[config.mk]
export PLATFORM = sky130hd
export DESIGN_NAME = result_fifo
export DESIGN_NICKNAME = d
export VERILOG_FILES = /design/src/hw/axi_pkg.sv /design/src/hw/ram_pkg.sv /design/src/hw/result_fifo.sv
export SDC_FILE = /design/constraint.sdc
export NUM_CORES = 1
export LEC_CHECK = 0
export ABC_AREA = 1
export BUFFER_PORTS_ARGS = -buffer_cell sky130_fd_sc_hd__buf_2
export CAP_MARGIN = 20
export CORE_MARGIN = 1.5
export CORE_UTILIZATION = 45
export DETAILED_ROUTE_END_ITERATION = 12
export PLACE_DENSITY_LB_ADDON = 0.12
export SYNTH_ARGS = -nofsm -noshare
export SYNTH_HDL_FRONTEND = slang
export SYNTH_SLANG_ARGS = --single-unit
[constraint.sdc]
create_clock -name aclk -period 1.68 [get_ports aclk]
set_input_delay 0.252 -clock aclk [delete_from_list [all_inputs] [get_ports aclk]]
set_output_delay 0.252 -clock aclk [all_outputs]
set_load 0.02 [all_outputs]
[src/hw/axi_pkg.sv]
`default_nettype none

package axi_pkg;

    localparam int ID_W   = 4;
    localparam int ADDR_W = 32;
    localparam int DATA_W = 32;
    localparam int STRB_W = DATA_W / 8;

    localparam logic [1:0] RESP_OKAY  = 2'b00;
    localparam logic [1:0] BURST_INCR = 2'b01;
    localparam logic [2:0] SIZE_4B    = 3'b010;

    // len is kept at the full 8 bits so both address channels match.
    typedef struct packed {
        logic [ID_W-1:0]   id;
        logic [ADDR_W-1:0] addr;
        logic [7:0]        len;
        logic [2:0]        size;
        logic [1:0]        burst;
        logic [1:0]        lock;
        logic [3:0]        cache;
        logic [2:0]        prot;
    } axi_ar_t;

    typedef struct packed {
        logic [ID_W-1:0]   id;
        logic [ADDR_W-1:0] addr;
        logic [7:0]        len;
        logic [2:0]        size;
        logic [1:0]        burst;
        logic [1:0]        lock;
        logic [3:0]        cache;
        logic [2:0]        prot;
    } axi_aw_t;

    typedef struct packed {
        logic [ID_W-1:0]   id;
        logic [DATA_W-1:0] data;
        logic [STRB_W-1:0] strb;
        logic              last;
    } axi_w_t;

    typedef struct packed {
        logic [ID_W-1:0]   id;
        logic [DATA_W-1:0] data;
        logic [1:0]        resp;
        logic              last;
    } axi_r_t;

    typedef struct packed {
        logic [ID_W-1:0] id;
        logic [1:0]      resp;
    } axi_b_t;

endpackage

`default_nettype wire

[src/hw/ram_pkg.sv]
`default_nettype none

package ram_pkg;

    // one bank entry per 32-bit word, 4 KiB in total.
    localparam int DEPTH      = 1024;
    localparam int IDX_W      = 10;
    localparam int IDX_LSB    = 2;
    localparam int FIFO_DEPTH = 4;

    typedef struct packed {
        logic [7:0] byte3;
        logic [7:0] byte2;
        logic [7:0] byte1;
        logic [7:0] byte0;
    } ram_bytes_t;

    // the slave works on byte lanes, everything else on whole words.
    typedef union packed {
        logic [axi_pkg::DATA_W-1:0] word;
        ram_bytes_t                 bytes;
    } ram_word_u;

    typedef struct packed {
        logic                       write;
        logic [axi_pkg::ADDR_W-1:0] addr;
        ram_word_u                  data;
        logic [axi_pkg::STRB_W-1:0] strb;
    } host_cmd_t;

    // data is zero for a write result.
    typedef struct packed {
        logic                     write;
        logic [axi_pkg::ID_W-1:0] id;
        logic [1:0]               resp;
        ram_word_u                data;
    } host_result_t;

endpackage

`default_nettype wire

[src/hw/result_fifo.sv]
`timescale 1ns/100ps
`default_nettype none

module result_fifo (
    input  logic                  aclk,
    input  logic                  rst_n,
    input  ram_pkg::host_result_t in_data,
    input  logic                  push,
    output logic                  full,
    output ram_pkg::host_result_t out_data,
    output logic                  out_valid,
    input  logic                  pop_ready
);

    ram_pkg::host_result_t mem [ram_pkg::FIFO_DEPTH];

    logic [$clog2(ram_pkg::FIFO_DEPTH)-1:0] wr_ptr;
    logic [$clog2(ram_pkg::FIFO_DEPTH)-1:0] rd_ptr;
    logic [$clog2(ram_pkg::FIFO_DEPTH+1)-1:0] count;
    logic pop;

    assign full      = (count == ram_pkg::FIFO_DEPTH);
    assign out_valid = (count != 0);
    assign out_data  = mem[rd_ptr];
    assign pop       = out_valid && pop_ready;

    always_ff @(posedge aclk) begin
        if (push) begin
            mem[wr_ptr] <= in_data;
        end
    end

    // pointers wrap naturally since the depth is a power of two.
    always_ff @(posedge aclk) begin
        if (!rst_n) begin
            wr_ptr <= '0;
            rd_ptr <= '0;
            count  <= '0;
        end else begin
            if (push) begin
                wr_ptr <= wr_ptr + 1'b1;
            end
            if (pop) begin
                rd_ptr <= rd_ptr + 1'b1;
            end
            case ({push, pop})
                2'b10:   count <= count + 1'b1;
                2'b01:   count <= count - 1'b1;
                default: count <= count;
            endcase
        end
    end

endmodule

`default_nettype wire

; Yosys cells after proc, flatten, opt, wreduce, memory -nomap -nowiden
; Memory sizes are Yosys's and may differ from the RTL's. A register that Yosys moved wholly into a read port is not among the register bits.
; Index checks and enable logic that the tools add are counted.
[totals]
reg_bits = 7
mem_bits_rw = 156
output_inout_bits = 41
wordCells = 19
n_memories = 1
[memory_table]
columns = name, depth, width, read_ports, rd_ports_with_merged_regs, write_ports, line
row1 = mem, 4, 39, 1, 1, 1, result_fifo.sv:15  ; ram_pkg::host_result_t mem [ram_pkg::FIFO_DEPTH];
[op_classes]
n_addsub = 4
n_eq_ne = 3
muxes = 5
n_reduce_logical = 3
[ops]
columns = op, n
row1 = one-hot mux 3 bit (2 select lines), 1
row2 = adder 2 x 1 -> 2 bit (second input constant), 2
row3 = 2-to-1 mux 2 bit, 2
row4 = adder 3 x 1 -> 3 bit (second input constant), 1
row5 = == test 3 bit (second input constant), 1
row6 = nonzero test 3 bit, 1
row7 = subtractor 3 x 1 -> 3 bit (second input constant), 1
row8 = == test 2 x 1 -> 1 bit (second input constant), 1
row9 = == test 2 bit (second input constant), 1
row10 = 2-to-1 mux 1 bit, 2
row11 = nonzero test 2 bit, 1
row12 = logical AND 1 bit, 1

; Longest topological paths before layout
; Gate-level depths: netlist of run 1.
[logic_depth]
depth_word = 4
mapped_depth = 13
mapped_depth_nobuf = 13

; Worst setup path before layout of run 1
; No wires, ideal clock.
[synth_path]
kind = register to register
from = reg wr_ptr[0] in the netlist's numbering
to = mem mem[2][0] in the netlist's numbering, enable pin
setup_time_ps = 394
arrival_ps = 1356
setup_slack_ps = -69
stages_incl_launch_ff = 5
path_buffers = 0
period_less_slack_ps = 1749
path_cell_list = dfxtp_1 -> inv_1 -> ha_1 -> nand2_1 -> inv_1
[synth_rtl]
columns = element, line
row1 = start: declaration, result_fifo.sv:17  ; logic [$clog2(ram_pkg::FIFO_DEPTH)-1:0] wr_ptr;
row2 = start signal: assignment, result_fifo.sv:41  ; wr_ptr <= wr_ptr + 1'b1;
row3 = end: declaration, result_fifo.sv:15
; No word-level cell before the write port.

==> results.md, run 1 <==
- Status: complete, but fails checks
- Failing checks: setup timing
- Arr. time, crit path: 1.63 ns
- Post-route minimum period: 1.88 ns
- Period Utilization, post-route: 1.12
- Pins Over Slew Limit: 0
- Cell count of the worst reg-to-reg path: 12
- H-tree depth: 4
- Cell-internal power: 8.14 mW
- Cells after DPL: 695
- Post-route DRC: 0
- Grt total ovfl: 0
- Wire length per cell: 19.1 um
- Die Y: 121 um
- Syn Area/Cell: 14.1 um2
- CP Capture Type: primary output
- Yosys reg bits: 165
- Synth-to-Final Area Change: 30.0%
- Die ar.: 0.0146 mm2
- Via density: 5.26
- RSZ-0062 raised after global routing: yes
- Antenna-violating nets left: 0
- Initial antenna violation count: 1
- Buffers and inverters on the worst path: 3
- First-pass GRT wire length: 20.5 mm
- Startpoint types: flop
- Max incr delay on CP: 0.47 ns
- VDD IR max: 0.000633 V
- Pin count of the biggest net entering global routing: 40
- Die width: 121 um
- Overall Global Routing Usage: 0.195
- DP Worst Slack: -0.0165 ns
- CTS Buf Count: 17
- Area of the core: 0.0134 mm2
- Max Fclk: 532 MHz
- Max Root-Sink Buffers: 2
- Initial Utilization: 0.467
- Final setup viols: 39
- Post-synth top area share: 0.748
- Share of layout cells above drive strength 1: 0.353
- Worst Tran Pin Value: 0.342 ns
- Total I/O pin count: 84
- Clock sink total: 165
- Fin util: 0.607
- Layout Nets: 603
- Root buffer cell: clkbuf_16
- Clock power share: 0.310
- Number of cell rows: 42
- Post-Layout Cell Count: 740
- Ant diodes: 0
- Sequential power share: 0.424
- Crit Path Class: flop to primary output
- Final worst slack: -0.200 ns
- Clock transition at the registers of the reported paths: 0.06 ns
- GP Congestion: 0.699
- Max cap viols: 0
- Drt initial violations: 345
- Synthesized net count: 493
- TritonCTS clock tree: built
- WL final: 14.2 mm
- Drt first pass iters: 4
- CP max-delay cell: dfxtp_4
- Worst path required time: 1.43 ns
- Critical path's top delay family: buffers and inverters
- Largest area contributor in the netlist: edfxtp_1
- Total number of vias: 3894
- Clock Latency Late Sink: 0.42 ns
- Hold Path Depth: 1
- Cell area after synthesis: 0.00626 mm2
- Sequential share of the synthesized area: 0.777
- Power share of the combinational group: 0.266
- Detailed Place HPWL: 7.13 mm
- Hold WC Path Type: input port to flop
- Synth cell types: 21
- Worst-path maximum fanout: 8
- Power Dens Cells: 1400 mW/mm2
- Slew HR: 0.772
- Worst Skew: 0.00469 ns
- Port Buf Inserts: 83
- Ys Warns: 0
- NetSw: 3.24 mW
- Leakage: 2.94 nW
- Final Hold Viols: 0
- Area contributors post-synth: edfxtp_1, o21ai_0, nor2_1, o22ai_1, dfxtp_1
- Post-Syn Instances: 444
- Number of global-route vias before repair: 3773
- CP Depth: 5
- Critical path cell sequence: buf_6 -> clkbuf_16 -> nor2_1 -> o22ai_1 -> buf_4
- Net Sw Frac: 0.285
[power by group through the flow]
stage	combinational (mW)	clock, mW	sequential [mW]
2_1_floorplan	1.42	0	4.85
3_3_place_gp	2.12	0	4.87
3_5_place_dp	2.15	0	4.88
4_1_cts	2.64	3.59	4.81
5_1_grt	3.22	3.76	4.85
6_report	3.02	3.53	4.83
[final cells by class]
type	count	area, um2
inverters	19	95.1
repair buffers	115	1040
repair inverters	1	11.3
multi-input cells	235	1370
flip-flops and latches	165	4870
clock buffers	21	440
fillers	1059	5260
clock inverters	8	86.3
well taps	176	220
[cell families (layout without fill, tap and decap cells)]
group                      count (synthesis)  in the layout  share of synthesized area
adders and majority gates                  6              6                     0.0132
AOI/OAI and AO/OA                        126            126                      0.109
and+or+nand+nor                          103            103                     0.0626
buffers and inverters                     44            164                     0.0386
DFF                                      165            165                      0.777
[through the flow]
stage	instance area, um2	total power, mW	hold WS, ns	TNS [ns]
5_1_grt	8140	11.8	0.0347	-8.17
3_5_place_dp	6980	7.03	0.471	-0.0165
6_report	8140	11.4	0.0514	-5.95
3_3_place_gp	6980	6.99	0.467	0
2_1_floorplan	6270	6.27	0.351	0
4_1_cts	7800	11.0	0.0322	-6.18
[cells in the final DEF (no fill, tap or decap), types with 9 or more instances in the layout]
master,n
buf_4,38
buf_6,13
buf_2,47
clkbuf_16,21
o22ai_2,11
nor2_1,70
buf_12,9
o21ai_0,40
nor2_2,10
nand2_1,13
o21ai_2,18
o21ai_1,24
edfxtp_1,156
o22ai_1,28
inv_1,10
[Yosys cell counts (all sizes together)]
library cell    n
dfxtp           9
o22ai          39
nor3            1
edfxtp        156
clkbuf          8
buf            17
ha              5
nand2          15
fa              1
nor2           84
nand3           3
o21ai          82
inv            19
a21oi           5
[registers in the layout, indices dropped and copies added (netlist names), named ones only]
name / flops
rd_ptr: 2
count: 3
mem: 156
wr_ptr: 2
[routing by layer]
metal,global-route usage,share of wire,vias to the layer above
met5,0,0.0012,-
met1,0.261,0.46,1903
li1,-,-,1863
met2,0.303,0.48,112
met4,0.0824,0.012,2
met3,0.0512,0.051,14
[worst reg2reg max path, cell delays in order, from the launching register on]
cell	delay, ns
dfxtp_2	0.34
nor2_1	0.05
nand2_2	0.09
nand2_2	0.07
inv_2	0.07
ha_4	0.13
inv_2	0.04
fa_2	0.35
nand2_1	0.08
nand3_1	0.09
nand2_1	0.07
nand2_1	0.05
nor2_1	0.09
[what timing repair did]
action	4_1_cts	5_1_grt
pin swaps	7	23
setup buffers	6	2
setup endpoints to repair	40	40
hold buffers	0	0
resized for setup	54	104
cloned	4	5
[final timing paths]
check	from	endpoint	slack (ns)
setup / recovery	flop	out_data[1]	-0.20
hold / removal	in_data[27]	mem[3][27]	0.05
setup reg to reg	count[0]	count[2]	0.11
hold reg to reg	rd_ptr[1]	flop	0.53
Note: power is estimated with default switching activity, not from simulation.
==> run 2, diff against run 1 <==
- GPL_TIMING_DRIVEN: not set -> 0
- clock period: 1.68 -> 2.2 ns (I/O delays scaled with it)
==> run 2 against run 1 <==
Net effect: the run now ends clean; wire length decreased by 5.1%; final area decreased by 5.8%; die area unchanged; clock-buffer cell count increased by 1; critical endpoint is now out_data[16]; largest power group unchanged.
==> results.md, run 2 (synthesis results as in run 1) <==
- Status: complete, no violations
- Arr. time, crit path: 1.72 ns (+0.09 ns)
- Worst path required time: 1.87 ns (+0.44 ns)
- Synth-to-Final Area Change: 22.4%
- Pins Over Slew Limit: 0 (unchanged)
- Port Buf Inserts: 83 (unchanged)
- Ant diodes: 0 (unchanged)
- Met1 Track Usage GR: 0.248 (-0.0135)
- Drt initial violations: 344 (-0.29%)
- Design Power: 8.68 mW (-24%)
- Grt total ovfl: 0 (unchanged)
- Share of layout cells above drive strength 1: 0.263 (-0.0895)
- Buffers and inverters on the worst path: 4 (+1)
- WL final: 13.4 mm (-5.1%)
- Post-route minimum period: 2.05 ns
- Leading cell type in the layout, fill and taps excluded: edfxtp_1
- Max reg flops: 156 (unchanged)
- Antenna-violating nets left: 0 (unchanged)
- Die ar.: 0.0146 mm2 (unchanged)
- Initial Utilization: 0.467 (unchanged)
- RSZ-0062 raised after global routing: no
- Clock sink total: 165 (unchanged)
- Clock transition at the registers of the reported paths: 0.06 ns (about the same)
- Total I/O pin count: 84 (unchanged)
- Fillcell total: 1092 (+3.1%)
- Pin count of the biggest net entering global routing: 34 (-15%)
- Max cap viols: 0 (unchanged)
- Worst Skew: 0.0176 ns (+0.0129 ns)
- CP Capture Type: primary output
- Critical path cell sequence: buf_6 -> buf_6 -> clkbuf_4 -> nor2_1 -> o22ai_1 -> buf_2
- GRT Max-Usage Layer: met2
- TritonCTS clock tree: built
- Power Dens Cells: 1130 mW/mm2 (-19%)
- Max incr delay on CP: 0.32 ns (-0.15 ns)
- Biggest regs: mem (156), count (3)
- CP max-delay cell: dfxtp_1
- Hold WC Path Type: input port to flop
- GP Congestion: 0.709 (+1.3%)
- Hold_ws: 0.113 ns (+0.0614 ns)
- Grt met2 use: 0.306 (+0.00284)
- Number of cell rows: 42 (unchanged)
- Overall Global Routing Usage: 0.193 (-0.00180)
- Clock Latency Late Sink: 0.43 ns (about the same)
- Most frequent cells in the layout: edfxtp_1, buf_2, nor2_1, o21ai_0, o22ai_1
- Root buffer cell: clkbuf_16
- Area of the core: 0.0134 mm2 (unchanged)
- Total number of vias: 3864 (-0.77%)
- Leakage: 2.82 nW (-4.1%)
- Initial antenna violation count: 0 (-1)
- Met3 usage: 0.0503 (-0.000940)
- Die width: 121 um (unchanged)
- Drt first pass iters: 4 (unchanged)
- First-pass GRT wire length: 20.6 mm (+0.67%)
- Final Hold Viols: 0 (unchanged)
- Postcts setup bufs: 0 (-6)
- Max Root-Sink Buffers: 2 (unchanged)
- VDD IR max: 0.000542 V (-14%)
- Crit-path most repeated cell: buf_6
- CTS Buf Count: 17 (unchanged)
- Post-route DRC: 0 (unchanged)
- Critical path's top delay family: buffers and inverters
- Period Utilization, post-route: 0.933
- Startpoint types: flop
- Largest reg by FF count: mem
- Setup total negative slack: 0 ns (+5.95 ns)
- Worst Tran Pin Value: 0.543 ns (+0.201 ns)
- Hold_buf cts: 0 (unchanged)
- Die Y: 121 um (unchanged)
- Final setup viols: 0 (-100%)
- Slew HR: 0.638 (-0.135)
- Wire length per cell: 18.2 um (-4.9%)
- Detailed Place HPWL: 7.97 mm (+12%)
- Number of global-route vias before repair: 3817 (+1.2%)
- Crit Path Class: flop to primary output
- Worst-path maximum fanout: 10 (+2)
- Via density: 5.24 (-0.50%)
- H-tree depth: 4 (unchanged)
- Max Fclk: 487 MHz
- Layout Nets: 598 (-0.83%)
run 2: layout make-up:
type	instances	area, um2	share of cell area
flip-flops and latches	165	4870	0.635
inverters	19	73.8	0.00963
repair buffers	87	505	0.0660
clock buffers	22	474	0.0619
multi-input cells	235	1150	0.151
clock inverters	10	200	0.0261
well taps	176	220	0.0287
plain buffers	24	170	0.0222
run 2: what timing repair did:
action / CTS / global route
pin swaps: 0 / 1
gates resized for setup: 4 / 3
endpoints found under the setup margin: 4 / 2
run 2: worst register-to-register path, stage by stage (launching register included):
cell	delay, ns
dfxtp_1	0.37
nor2_1	0.06
nand2_1	0.13
nand2_1	0.09
inv_1	0.09
ha_1	0.16
inv_1	0.07
fa_1	0.39
inv_1	0.07
nand2_1	0.04
nand3_1	0.08
nand2_1	0.06
nand2_1	0.05
nor2_1	0.03
run 2: path summary, 6_finish.rpt:
path / from / end / slack (ns) / depth (start not counted)
min reg2reg: rd_ptr[1] / flop / 0.52 / 2
max reg2reg: count[1] / count[2] / 0.42 / 13
min: in_data[0] / mem[1][0] / 0.11 / 1
max: flop / out_data[16] / 0.15 / 6
run 2: per-stage QoR:
step	worst slack, ns	cells	cell area (um2)	util
3_5_place_dp	0.390	707	6980	0.521
5_1_grt	0.0312	738	7660	0.572
2_1_floorplan	0.451	444	6260	-
6_report	0.148	738	7660	0.572
4_1_cts	0.0450	739	7660	0.572
3_3_place_gp	-0.241	703	6900	0.515
run 2: layer usage:
metal	wire length (um)	part of all wire	up-vias
met1	5950	0.44	1897
met4	236	0.018	0
met3	709	0.053	17
met5	0	0	-
met2	6520	0.49	103
li1	-	-	1847
run 2: report_power, final:
group          total [mW]  internal, mW  switching, mW
logic                1.70         0.542           1.16
clock network        3.33          2.21           1.12
registers            3.65          3.60         0.0475
