File: src/hw/axi_pkg.sv
`default_nettype none

package axi_pkg;

    localparam int ID_W   = 4;
    localparam int ADDR_W = 32;
    localparam int DATA_W = 32;
    localparam int STRB_W = DATA_W / 8;

    localparam logic [1:0] RESP_OKAY  = 2'b00;
    localparam logic [1:0] BURST_INCR = 2'b01;
    localparam logic [2:0] SIZE_4B    = 3'b010;

    // len is kept at the full 8 bits so both address channels match.
    typedef struct packed {
        logic [ID_W-1:0]   id;
        logic [ADDR_W-1:0] addr;
        logic [7:0]        len;
        logic [2:0]        size;
        logic [1:0]        burst;
        logic [1:0]        lock;
        logic [3:0]        cache;
        logic [2:0]        prot;
    } axi_ar_t;

    typedef struct packed {
        logic [ID_W-1:0]   id;
        logic [ADDR_W-1:0] addr;
        logic [7:0]        len;
        logic [2:0]        size;
        logic [1:0]        burst;
        logic [1:0]        lock;
        logic [3:0]        cache;
        logic [2:0]        prot;
    } axi_aw_t;

    typedef struct packed {
        logic [ID_W-1:0]   id;
        logic [DATA_W-1:0] data;
        logic [STRB_W-1:0] strb;
        logic              last;
    } axi_w_t;

    typedef struct packed {
        logic [ID_W-1:0]   id;
        logic [DATA_W-1:0] data;
        logic [1:0]        resp;
        logic              last;
    } axi_r_t;

    typedef struct packed {
        logic [ID_W-1:0] id;
        logic [1:0]      resp;
    } axi_b_t;

endpackage

`default_nettype wire

File: src/hw/ram_pkg.sv
`default_nettype none

package ram_pkg;

    // one bank entry per 32-bit word, 4 KiB in total.
    localparam int DEPTH      = 1024;
    localparam int IDX_W      = 10;
    localparam int IDX_LSB    = 2;
    localparam int FIFO_DEPTH = 4;

    typedef struct packed {
        logic [7:0] byte3;
        logic [7:0] byte2;
        logic [7:0] byte1;
        logic [7:0] byte0;
    } ram_bytes_t;

    // the slave works on byte lanes, everything else on whole words.
    typedef union packed {
        logic [axi_pkg::DATA_W-1:0] word;
        ram_bytes_t                 bytes;
    } ram_word_u;

    typedef struct packed {
        logic                       write;
        logic [axi_pkg::ADDR_W-1:0] addr;
        ram_word_u                  data;
        logic [axi_pkg::STRB_W-1:0] strb;
    } host_cmd_t;

    // data is zero for a write result.
    typedef struct packed {
        logic                     write;
        logic [axi_pkg::ID_W-1:0] id;
        logic [1:0]               resp;
        ram_word_u                data;
    } host_result_t;

endpackage

`default_nettype wire

File: src/hw/axi_cmd_master.sv
`timescale 1ns/100ps
`default_nettype none

module axi_cmd_master (
    input  logic                  aclk,
    input  logic                  rst_n,
    input  ram_pkg::host_cmd_t    cmd,
    input  logic                  cmd_valid,
    output logic                  cmd_ready,
    output axi_pkg::axi_ar_t      ar,
    output logic                  arvalid,
    input  logic                  arready,
    output axi_pkg::axi_aw_t      aw,
    output logic                  awvalid,
    input  logic                  awready,
    output axi_pkg::axi_w_t       w,
    output logic                  wvalid,
    input  logic                  wready,
    input  axi_pkg::axi_r_t       r,
    input  logic                  rvalid,
    output logic                  rready,
    input  axi_pkg::axi_b_t       b,
    input  logic                  bvalid,
    output logic                  bready,
    output ram_pkg::host_result_t result,
    output logic                  push,
    input  logic                  full
);

    typedef enum logic [2:0] {
        ST_IDLE,
        ST_RD_ADDR,
        ST_RD_WAIT,
        ST_WR_REQ,
        ST_WR_WAIT
    } state_t;

    state_t                   state;
    ram_pkg::host_cmd_t       cmd_q;
    logic [axi_pkg::ID_W-1:0] id_cnt;
    logic                     aw_done;
    logic                     w_done;
    logic                     aw_fire;
    logic                     w_fire;
    logic                     wr_issued;
    logic                     r_fire;
    logic                     b_fire;

    assign cmd_ready = (state == ST_IDLE);

    // single beat, full word, incrementing burst.
    assign ar.id    = id_cnt;
    assign ar.addr  = cmd_q.addr;
    assign ar.len   = 8'd0;
    assign ar.size  = axi_pkg::SIZE_4B;
    assign ar.burst = axi_pkg::BURST_INCR;
    assign ar.lock  = 2'b00;
    assign ar.cache = 4'b0000;
    assign ar.prot  = 3'b000;

    assign aw.id    = id_cnt;
    assign aw.addr  = cmd_q.addr;
    assign aw.len   = 8'd0;
    assign aw.size  = axi_pkg::SIZE_4B;
    assign aw.burst = axi_pkg::BURST_INCR;
    assign aw.lock  = 2'b00;
    assign aw.cache = 4'b0000;
    assign aw.prot  = 3'b000;

    assign w.id   = id_cnt;
    assign w.data = cmd_q.data.word;
    assign w.strb = cmd_q.strb;
    assign w.last = 1'b1;

    assign arvalid = (state == ST_RD_ADDR);
    assign awvalid = (state == ST_WR_REQ) && !aw_done;
    assign wvalid  = (state == ST_WR_REQ) && !w_done;

    assign aw_fire   = awvalid && awready;
    assign w_fire    = wvalid && wready;
    assign wr_issued = (aw_done || aw_fire) && (w_done || w_fire);

    // a response waits in the slave until the fifo has room.
    assign rready = (state == ST_RD_WAIT) && !full;
    assign bready = (state == ST_WR_WAIT) && !full;
    assign r_fire = rvalid && rready;
    assign b_fire = bvalid && bready;
    assign push   = r_fire || b_fire;

    always_comb begin
        result.write = (state == ST_WR_WAIT);
        if (state == ST_WR_WAIT) begin
            result.id        = b.id;
            result.resp      = b.resp;
            result.data.word = '0;
        end else begin
            result.id        = r.id;
            result.resp      = r.resp;
            result.data.word = r.data;
        end
    end

    always_ff @(posedge aclk) begin
        if (cmd_valid && cmd_ready) begin
            cmd_q <= cmd;
        end
    end

    always_ff @(posedge aclk) begin
        if (!rst_n) begin
            state   <= ST_IDLE;
            id_cnt  <= '0;
            aw_done <= 1'b0;
            w_done  <= 1'b0;
        end else begin
            case (state)
                ST_IDLE: begin
                    aw_done <= 1'b0;
                    w_done  <= 1'b0;
                    if (cmd_valid) begin
                        state <= cmd.write ? ST_WR_REQ : ST_RD_ADDR;
                    end
                end
                ST_RD_ADDR: begin
                    if (arready) begin
                        state <= ST_RD_WAIT;
                    end
                end
                ST_WR_REQ: begin
                    // each channel drops its valid once accepted.
                    if (aw_fire) begin
                        aw_done <= 1'b1;
                    end
                    if (w_fire) begin
                        w_done <= 1'b1;
                    end
                    if (wr_issued) begin
                        state <= ST_WR_WAIT;
                    end
                end
                ST_RD_WAIT, ST_WR_WAIT: begin
                    if (push) begin
                        state  <= ST_IDLE;
                        id_cnt <= id_cnt + 1'b1;
                    end
                end
                default: state <= ST_IDLE;
            endcase
        end
    end

endmodule

`default_nettype wire

File: config.mk
export PLATFORM = sky130hd
export DESIGN_NAME = axi_cmd_master
export DESIGN_NICKNAME = d
export VERILOG_FILES = /design/src/hw/axi_pkg.sv /design/src/hw/ram_pkg.sv /design/src/hw/axi_cmd_master.sv
export SDC_FILE = /design/constraint.sdc
export NUM_CORES = 1
export LEC_CHECK = 0
export BUFFER_PORTS_ARGS = -buffer_cell sky130_fd_sc_hd__buf_2
export CAP_MARGIN = 5
export CORE_AREA = 2 2 127 129
export CTS_BUF_LIST = sky130_fd_sc_hd__clkbuf_8
export CTS_CLUSTER_DIAMETER = 50
export CTS_CLUSTER_SIZE = 40
export DETAILED_ROUTE_END_ITERATION = 16
export DIE_AREA = 0 0 129 131
export MAX_ROUTING_LAYER = met4
export RECOVER_POWER = 100
export SKIP_CTS_REPAIR_TIMING = 1
export SLEW_MARGIN = 20
export SYNTH_ARGS = -nofsm -noshare
export SYNTH_HDL_FRONTEND = slang
export SYNTH_SLANG_ARGS = --single-unit
File: constraint.sdc
create_clock -name aclk -period 3.2 [get_ports aclk]
set_clock_uncertainty 0.1 [all_clocks]
set_input_delay 0.48 -clock aclk [delete_from_list [all_inputs] [get_ports aclk]]
set_output_delay 0.48 -clock aclk [all_outputs]
set_load 0.005 [all_outputs]
Yosys cells after proc, flatten, opt, wreduce, memory -nomap -nowiden
Cells that the tools add are included.
{ "word_totals": {"latchBits": 0, "word_cells": 52, "mem_bits_rw": 0, "romBits": 0, "ff_bits": 77, "n_memories": 0} }
{ "classes": {"n_mux": 11, "n_shift": 0, "multipliers": 0, "order_cmp": 0, "bitwise": 0, "div": 0, "n_reduce_logical": 23, "addsub": 1, "eq_ne": 10} }
{ "ops": {"columns": ["cell", "n"], "rows": [
  ["$mux 38", 1],
  ["$mux 3", 4],
  ["$pmux 3 s4", 1],
  ["$logic_and 1x1->1", 10],
  ["$ne 2x2->1 const B", 5],
  ["$eq 3x2->1 const B", 2],
  ["$reduce_and 2->1", 3],
  ["$add 4x1->4 const B", 1],
  ["$pmux 1 s2", 2],
  ["$reduce_and 4->1", 1],
  ["$eq 3x1->1 const B", 1],
  ["$eq 3x3->1 const B", 1],
  ["$logic_not 1->1", 3],
  ["$logic_not 3->1", 1],
  ["$logic_or 1x1->1", 3],
  ["$mux 1", 2],
  ["$mux 2", 1],
  ["$ne 2x1->1 const B", 1],
  ["$reduce_bool 2->1", 1],
  ["$reduce_or 2->1", 1]
]} }

Logic depth before layout (Yosys ltp)
Gate-level depths: netlist (run 1).
{ "depth": {"depth_word": 7, "depth_mapped": 5, "depth_no_buf": 5} }

Worst setup path before layout (run 1)
No wires, ideal clock.
{ "synth_path": {"path_kind": "register to register", "start": "register state[0]", "end": "register cmd_q (netlist bit ar[22]), enable pin", "stages_incl_launch_ff": 5, "t_arrival_ns": 2.565, "setup_slack_ns": 0.102, "required_time_ns": 2.667, "period_less_slack_ns": 3.098, "setup_time_ns": 0.433, "path_cell_list": "dfxtp_1 -> clkbuf_1 -> or3_1 -> inv_1 -> and2_1"} }
{ "synth_between": {"elab_chain_len": 2} }
{ "synth_lines": {"columns": ["element", "line_no", "text"], "rows": [
  ["start, declared", "axi_cmd_master.sv:38", "state_t state;"],
  ["start signal, assigned", "axi_cmd_master.sv:121", "state <= cmd.write ? ST_WR_REQ : ST_RD_ADDR;"],
  ["$logic_not 3->1", "axi_cmd_master.sv:49", "assign cmd_ready = (state == ST_IDLE);"],
  ["named net cmd_ready", "axi_cmd_master.sv:9", "output logic cmd_ready,"],
  ["$logic_and 1x1->1", "axi_cmd_master.sv:104", "if (cmd_valid && cmd_ready) begin"],
  ["end signal, assigned", "axi_cmd_master.sv:105", "cmd_q <= cmd;"],
  ["end, declared", "axi_cmd_master.sv:39", "ram_pkg::host_cmd_t cmd_q;"]
]} }
The timed path passes the listed nets, and every way through them passes these cells.
A chain may end at the register's enable or synchronous reset.

Worst setup path after layout (run 1)
{ "layout_path": {"start": "register state[2]", "end": "register cmd_q (netlist bit ar[44]), enable pin"} }
{ "layout_between": {"elab_chain_len": 2} }
{ "layout_lines": {"columns": ["element", "line_no"], "rows": [
  ["$logic_not 3->1", "axi_cmd_master.sv:49"],
  ["$logic_and 1x1->1", "axi_cmd_master.sv:104"]
]} }
Every way passes these cells.

==> results of run 1 <==
final timing paths:
path | end | cells past startpoint | slack [ps]
worst max-delay path | ar[44]$_DFFE_PP_ | 5 | 400
worst min-delay path | w[6]$_DFFE_PP_ | 1 | 200
worst max register to register | ar[44]$_DFFE_PP_ | 5 | 400
worst min register to register | id_cnt[3]$_SDFFE_PN0P_ | 2 | 420
state kept, by name (all words and copies together), names as in the netlist:
name / cells
w: 36
ar: 32
id_cnt: 4
state: 3
aw_done: 1
w_done: 1
kinds of logic (layout without fill, tap and decap cells):
family / Yosys count / in the layout / synth area share
DFF: 77 / 77 / 0.6284
AOI/OAI and AO/OA: 11 / 11 / 0.01982
and+or+nand+nor: 70 / 70 / 0.1178
adders and majority gates: 1 / 1 / 0.003538
other: 2 / 47 / 0.002124
xor gates and xnor gates: 1 / 1 / 0.002477
muxes: 11 / 11 / 0.03326
buffers and inverters: 95 / 302 / 0.1925
worst max-delay path, cell delays in order (launching register included):
cell and delay, ps:
dfxtp_1 320, clkbuf_1 210, or3_1 460, inv_1 80, and2_1 930, buf_12 340
Yosys cell counts, types with 3 or more instances:
| cell type | number |
|---|---|
| edfxtp_1 | 68 |
| nand2b_1 | 3 |
| nand2_1 | 12 |
| and2_1 | 4 |
| clkbuf_1 | 4 |
| mux2_2 | 6 |
| buf_2 | 4 |
| nor2_1 | 3 |
| nor2b_1 | 37 |
| buf_4 | 85 |
| o21ai_0 | 4 |
| dfxtp_1 | 9 |
| mux2i_1 | 5 |
per-layer routing:
metal / vias to the layer above / routed length [microns] / track usage
met1: 1180 / 3316 / 0.1003
met5: - / 0 / -
li1: 1272 / - / -
met2: 198 / 5219 / 0.1939
met4: 0 / 87 / 0.02877
met3: 8 / 1201 / 0.05049
final cells by class:
| cell class | count | area (sq um) | share of cell area |
|---|---|---|---|
| antenna | 2 | 5.005 | 0.001044 |
| clock buffer | 9 | 123.9 | 0.02584 |
| clock inverter | 7 | 51.30 | 0.01070 |
| inverter | 2 | 7.507 | 0.001566 |
| multi-input combinational | 139 | 800.8 | 0.1671 |
| sequential | 77 | 2222 | 0.4636 |
| tap | 216 | 270.3 | 0.05638 |
| timing repair buffer | 284 | 1313 | 0.2738 |
layout by cell type (no fill, tap or decap), drive strengths merged, types with 2 or more instances in the layout:
master	instances
conb	45
buf	178
clkinvlp	4
inv	5
and2	4
nor3b	2
or3	2
a21boi	2
edfxtp	68
nand3b	2
o21ai	5
diode	2
mux2	6
nand2b	3
mux2i	5
nand3	2
clkbuf	115
nand2	12
a22oi	2
nor2	3
dfxtp	9
nor2b	37
power by group through the flow:
stage          registers [mW]  logic, mW  clock network (mW)
3_5_place_dp             1.50      0.795                   0
2_1_floorplan            1.51      0.440                   0
6_report                 1.48      0.715               0.667
5_1_grt                  1.51      0.806               0.738
4_1_cts                  1.48      0.798               0.702
3_3_place_gp             1.49      0.789                   0
stage by stage:
step	total power, mW	setup slack [ps]	hold WS, ps	instance area (sq um)	std cells
3_3_place_gp	2.281	885.0	394.0	4750	718
4_1_cts	2.977	470.5	173.6	4925	734
3_5_place_dp	2.294	883.4	403.3	4750	718
5_1_grt	3.056	173.8	163.3	4793	736
2_1_floorplan	1.953	102.3	398.5	3697	311
6_report	2.864	399.7	197.4	4793	736
==> flow_metrics.env, run 1 <==
export IMPL_outcome="complete, no violations"
export IMPL_maxCapViolCount=0
export IMPL_finalCriticalPeriod_ps=2800
export IMPL_overflow=0
export IMPL_crit_start="state[2]$_SDFFE_PN0P_"
export IMPL_seqPwrFrac=0.518
export IMPL_setup_viol=0
export IMPL_gp_congestion=0.8281
export IMPL_antenna_found_initial=3
export IMPL_die_area_sq_um=16900
export IMPL_avgSynthCellArea_sq_um=13.19
export IMPL_top_level_ports=326
export IMPL_syn_to_final_growth_pct=35.56
export IMPL_fin_crit_sh=0.8751
export IMPL_power_leakage_nw=2.068
export IMPL_synth_main_ff_cell="edfxtp_1"
export IMPL_finish_utilization=0.3073
export IMPL_coreArea_sq_um=15600
export IMPL_netlist_cell_type_count=31
export IMPL_tritoncts="done"
export IMPL_grt_pass1_vias=2363
export IMPL_required_ps=3130
export IMPL_power_density_nw_per_um2=597.5
export IMPL_ir_worst_vdd_mv=0.1923
export IMPL_cp_max_fo=42
export IMPL_detailedRoute_firstIterationViolations=119
export IMPL_synth_area_leaders="edfxtp_1 58%, buf_4 18%, nor2b_1 6.5%"
export IMPL_drive_above_1_share=0.3977
export IMPL_htreeDepth=3
export IMPL_max_slew_margin=0.1896
export IMPL_synth_top_area_cell="edfxtp_1"
export IMPL_worstSetupPathType="reg2reg"
export IMPL_first_pass_iters=4
export IMPL_grt_first_pass_wirelength_microns=12630
export IMPL_antenna_left=0
export IMPL_clock_latency_ps=350
export IMPL_worst_pin_slew_ps=1216
export IMPL_ys_async_sr_fraction=0
export IMPL_yosysWarnings=0
export IMPL_row_count=46
export IMPL_p_comb_frac=0.249
export IMPL_ys_seq_area_frac=0.6285
export IMPL_fin_nets=637
export IMPL_r2r_start="state[2]$_SDFFE_PN0P_"
export IMPL_tns_ps=0
export IMPL_synth_top_area_share=0.5775
export IMPL_syn_inst=268
export IMPL_clock_sinks=77
export IMPL_dp_hpwl_microns=8007
export IMPL_fmax_mhz=357.1
export IMPL_numCtsBuffers=9
export IMPL_cp_end_kind="flop"
export IMPL_die_y_microns=131
export IMPL_power_frac_clock=0.233
export IMPL_arrival_ps=2730
export IMPL_hp_class="in2reg"
export IMPL_port_buffer_count=279
export IMPL_start_util=0.2267
export IMPL_wire_per_inst_microns=13.35
export IMPL_syn_cell_area_sq_um=3536
export IMPL_drc=0
export IMPL_cts_clk_slew_worst_paths_ps=90
export IMPL_cts_root_buf="clkbuf_8"
export IMPL_grt_usage=0.1062
export IMPL_fillers=1671
export IMPL_cts_buffer_depth=2
export IMPL_grt_max_degree=43
export IMPL_yosys_register_bits=77
export IMPL_p_switching_uw=900.0
export IMPL_drv_slew=0
export IMPL_die_x_microns=129
export IMPL_synth_edf_count=68
export IMPL_viasPerCell=3.611
export IMPL_hp_start="cmd[5]"
export IMPL_hold_viol=0
export IMPL_dr_total_vias=2658
export IMPL_startpoint_type="flop"
export IMPL_finalWirelength_microns=9824
export IMPL_switching_share=0.3142
export IMPL_p_int_mw=1.964
export IMPL_rsz0062_at_grt="false"
(Power assumes the default switching activity.)
==> run 2: changes to the inputs <==
GPL_ROUTABILITY_DRIVEN = 0   (was unset)
SETUP_SLACK_MARGIN = 0.4   (was unset)
==> flow_metrics.env, run 2 (synthesis gave the netlist of run 1 again) <==
export IMPL_finalWirelength_microns=9896
export IMPL_worst_pin_slew_ps=963.1
export IMPL_syn_to_final_growth_pct=36.77
export IMPL_cpPeakStageDelay_ps=700
export IMPL_die_y_microns=131
export IMPL_cp_max_fo=14
export IMPL_crit_chain="nor3b_2 > mux2_2 > buf_2"
export IMPL_seqPwrFrac=0.489
export IMPL_p_int_mw=2.184
export IMPL_fin_crit_sh=0.8616
export IMPL_grt_first_pass_wirelength_microns=12800
export IMPL_viasPerCell=3.697
export IMPL_multi_input_area_sq_um=803.3
export IMPL_drv_slew=0
export IMPL_detailedRoute_firstIterationViolations=154
export IMPL_fillers=1689
export IMPL_hp_class="in2reg"
export IMPL_top_level_ports=326
export IMPL_regToRegEndpoint="w[32]$_DFFE_PP_"
export IMPL_fin_nets=637
export IMPL_drc=0
export IMPL_cts_root_buf="clkbuf_8"
export IMPL_tritoncts="done"
export IMPL_arrival_ps=2180
export IMPL_switching_share=0.2868
export IMPL_hp_start="cmd[14]"
export IMPL_power_mw=3.063
export IMPL_r2r_cells=4
export IMPL_critPathSlowestCell="nor3b_2"
export IMPL_htreeDepth=3
export IMPL_min_path_cells=1
export IMPL_placedInstanceArea_sq_um=4753
export IMPL_hold_viol=0
export IMPL_fmax_mhz=362.7
export IMPL_cp_top_family="simple AND/OR/NAND/NOR gates"
export IMPL_antenna_left=0
export IMPL_mostFrequentLayoutCells="174 x buf_2, 97 x clkbuf_1, 68 x edfxtp_1"
export IMPL_antennaDiodeCount=0
export IMPL_die_area_sq_um=16900
export IMPL_fin_area_sq_um=4836
export IMPL_finalCriticalPeriod_ps=2757
export IMPL_outcome="complete, no violations"
export IMPL_clock_latency_ps=350
export IMPL_grt_usage=0.1074
export IMPL_whs_endpoint="w[15]$_DFFE_PP_"
export IMPL_cp_end_kind="primary output"
export IMPL_worst_path_buf_inv=1
export IMPL_die_x_microns=129
export IMPL_numCtsBuffers=9
export IMPL_grt_pass1_vias=2392
export IMPL_largest_reg_flops=36
export IMPL_startpoint_type="flop"
export IMPL_first_pass_iters=4
export IMPL_cts_clk_slew_worst_paths_ps=80
export IMPL_start_util=0.2267
export IMPL_grt_max_degree=27
export IMPL_ir_worst_vdd_mv=0.2293
export IMPL_register_area_sq_um=2222
export IMPL_tns_ps=0
export IMPL_p_comb_frac=0.227
export IMPL_power_frac_clock=0.285
export IMPL_clock_sinks=77
export IMPL_port_buffer_count=279
export IMPL_power_leakage_nw=2.107
export IMPL_cts_buffer_depth=2
export IMPL_hold_ws_ps=201.2
export IMPL_r2r_setup_slack_ps=710
export IMPL_r2r_start="state[1]$_SDFFE_PN0P_"
export IMPL_dp_hpwl_microns=8073
export IMPL_required_ps=2620
export IMPL_worstSetupPathType="reg2out"
export IMPL_setup_viol=0
export IMPL_coreArea_sq_um=15600
export IMPL_max_slew_margin=0.3565
export IMPL_wire_per_inst_microns=13.50
export IMPL_antenna_found_initial=0
export IMPL_dr_total_vias=2710
export IMPL_overflow=0
export IMPL_power_density_nw_per_um2=633.3
export IMPL_maxCapViolCount=0
export IMPL_row_count=46
export IMPL_p_switching_uw=878.3
export IMPL_mostFrequentLayoutCell="buf_2"
export IMPL_drive_above_1_share=0.4023
export IMPL_rsz0062_at_grt="false"
[run 2: changes by cell type in the layout (fill, tap and decap cells not counted), moves of 2 or more]
cell	change
bufinv_16	+3
clkbuf_1	-2
clkinvlp_4	-3
diode_2	-2
[run 2: per-layer routing]
metal	up-vias	track usage	wire length, microns
li1	1268	-	-
met1	1237	0.1028	3376
met2	197	0.1970	5389
met3	8	0.04153	1038
met4	0	0.03836	92
met5	-	-	0
[run 2: final cells by class]
class,instances,share of cell area
multi-input cells,140,0.1661
flip-flops and latches,77,0.4595
repair buffers,283,0.2683
clock buffers,9,0.02561
clock inverters,6,0.02303
well taps,216,0.05589
inverters,2,0.001552
[run 2: stage by stage]
stage | setup WS (ps) | cells | utilization
3_5_place_dp | 805.8 | 717 | 0.3047
5_1_grt | 273.0 | 733 | 0.3100
3_3_place_gp | 800.7 | 717 | 0.3047
2_1_floorplan | 840.9 | 311 | -
6_report | 442.8 | 733 | 0.3100
4_1_cts | 404.3 | 732 | 0.3198
[run 2: power groups by stage]
stage | Sequential [mW] | Clock, mW | Combinational, mW
after floorplan | 1.50 | 0 | 0.442
after global placement | 1.50 | 0 | 0.792
after detailed placement | 1.51 | 0 | 0.800
after CTS | 1.49 | 0.905 | 0.803
after global routing | 1.53 | 0.939 | 0.783
final | 1.50 | 0.872 | 0.694
[run 2: how the worst max path moves through the flow]
stage | from | to | slack (ps) | cells past startpoint
after global placement | state[2]$_SDFFE_PN0P_ | result[35] | 800 | 3
after global routing | state[2]$_SDFFE_PN0P_ | result[26] | 270 | 4
after detailed placement | state[2]$_SDFFE_PN0P_ | result[35] | 810 | 3
after CTS | state[2]$_SDFFE_PN0P_ | result[35] | 400 | 3
after floorplan | state[0]$_SDFFE_PN0P_ | ar[22]$_DFFE_PP_ | 840 | 4
final | state[2]$_SDFFE_PN0P_ | result[35] | 440 | 3
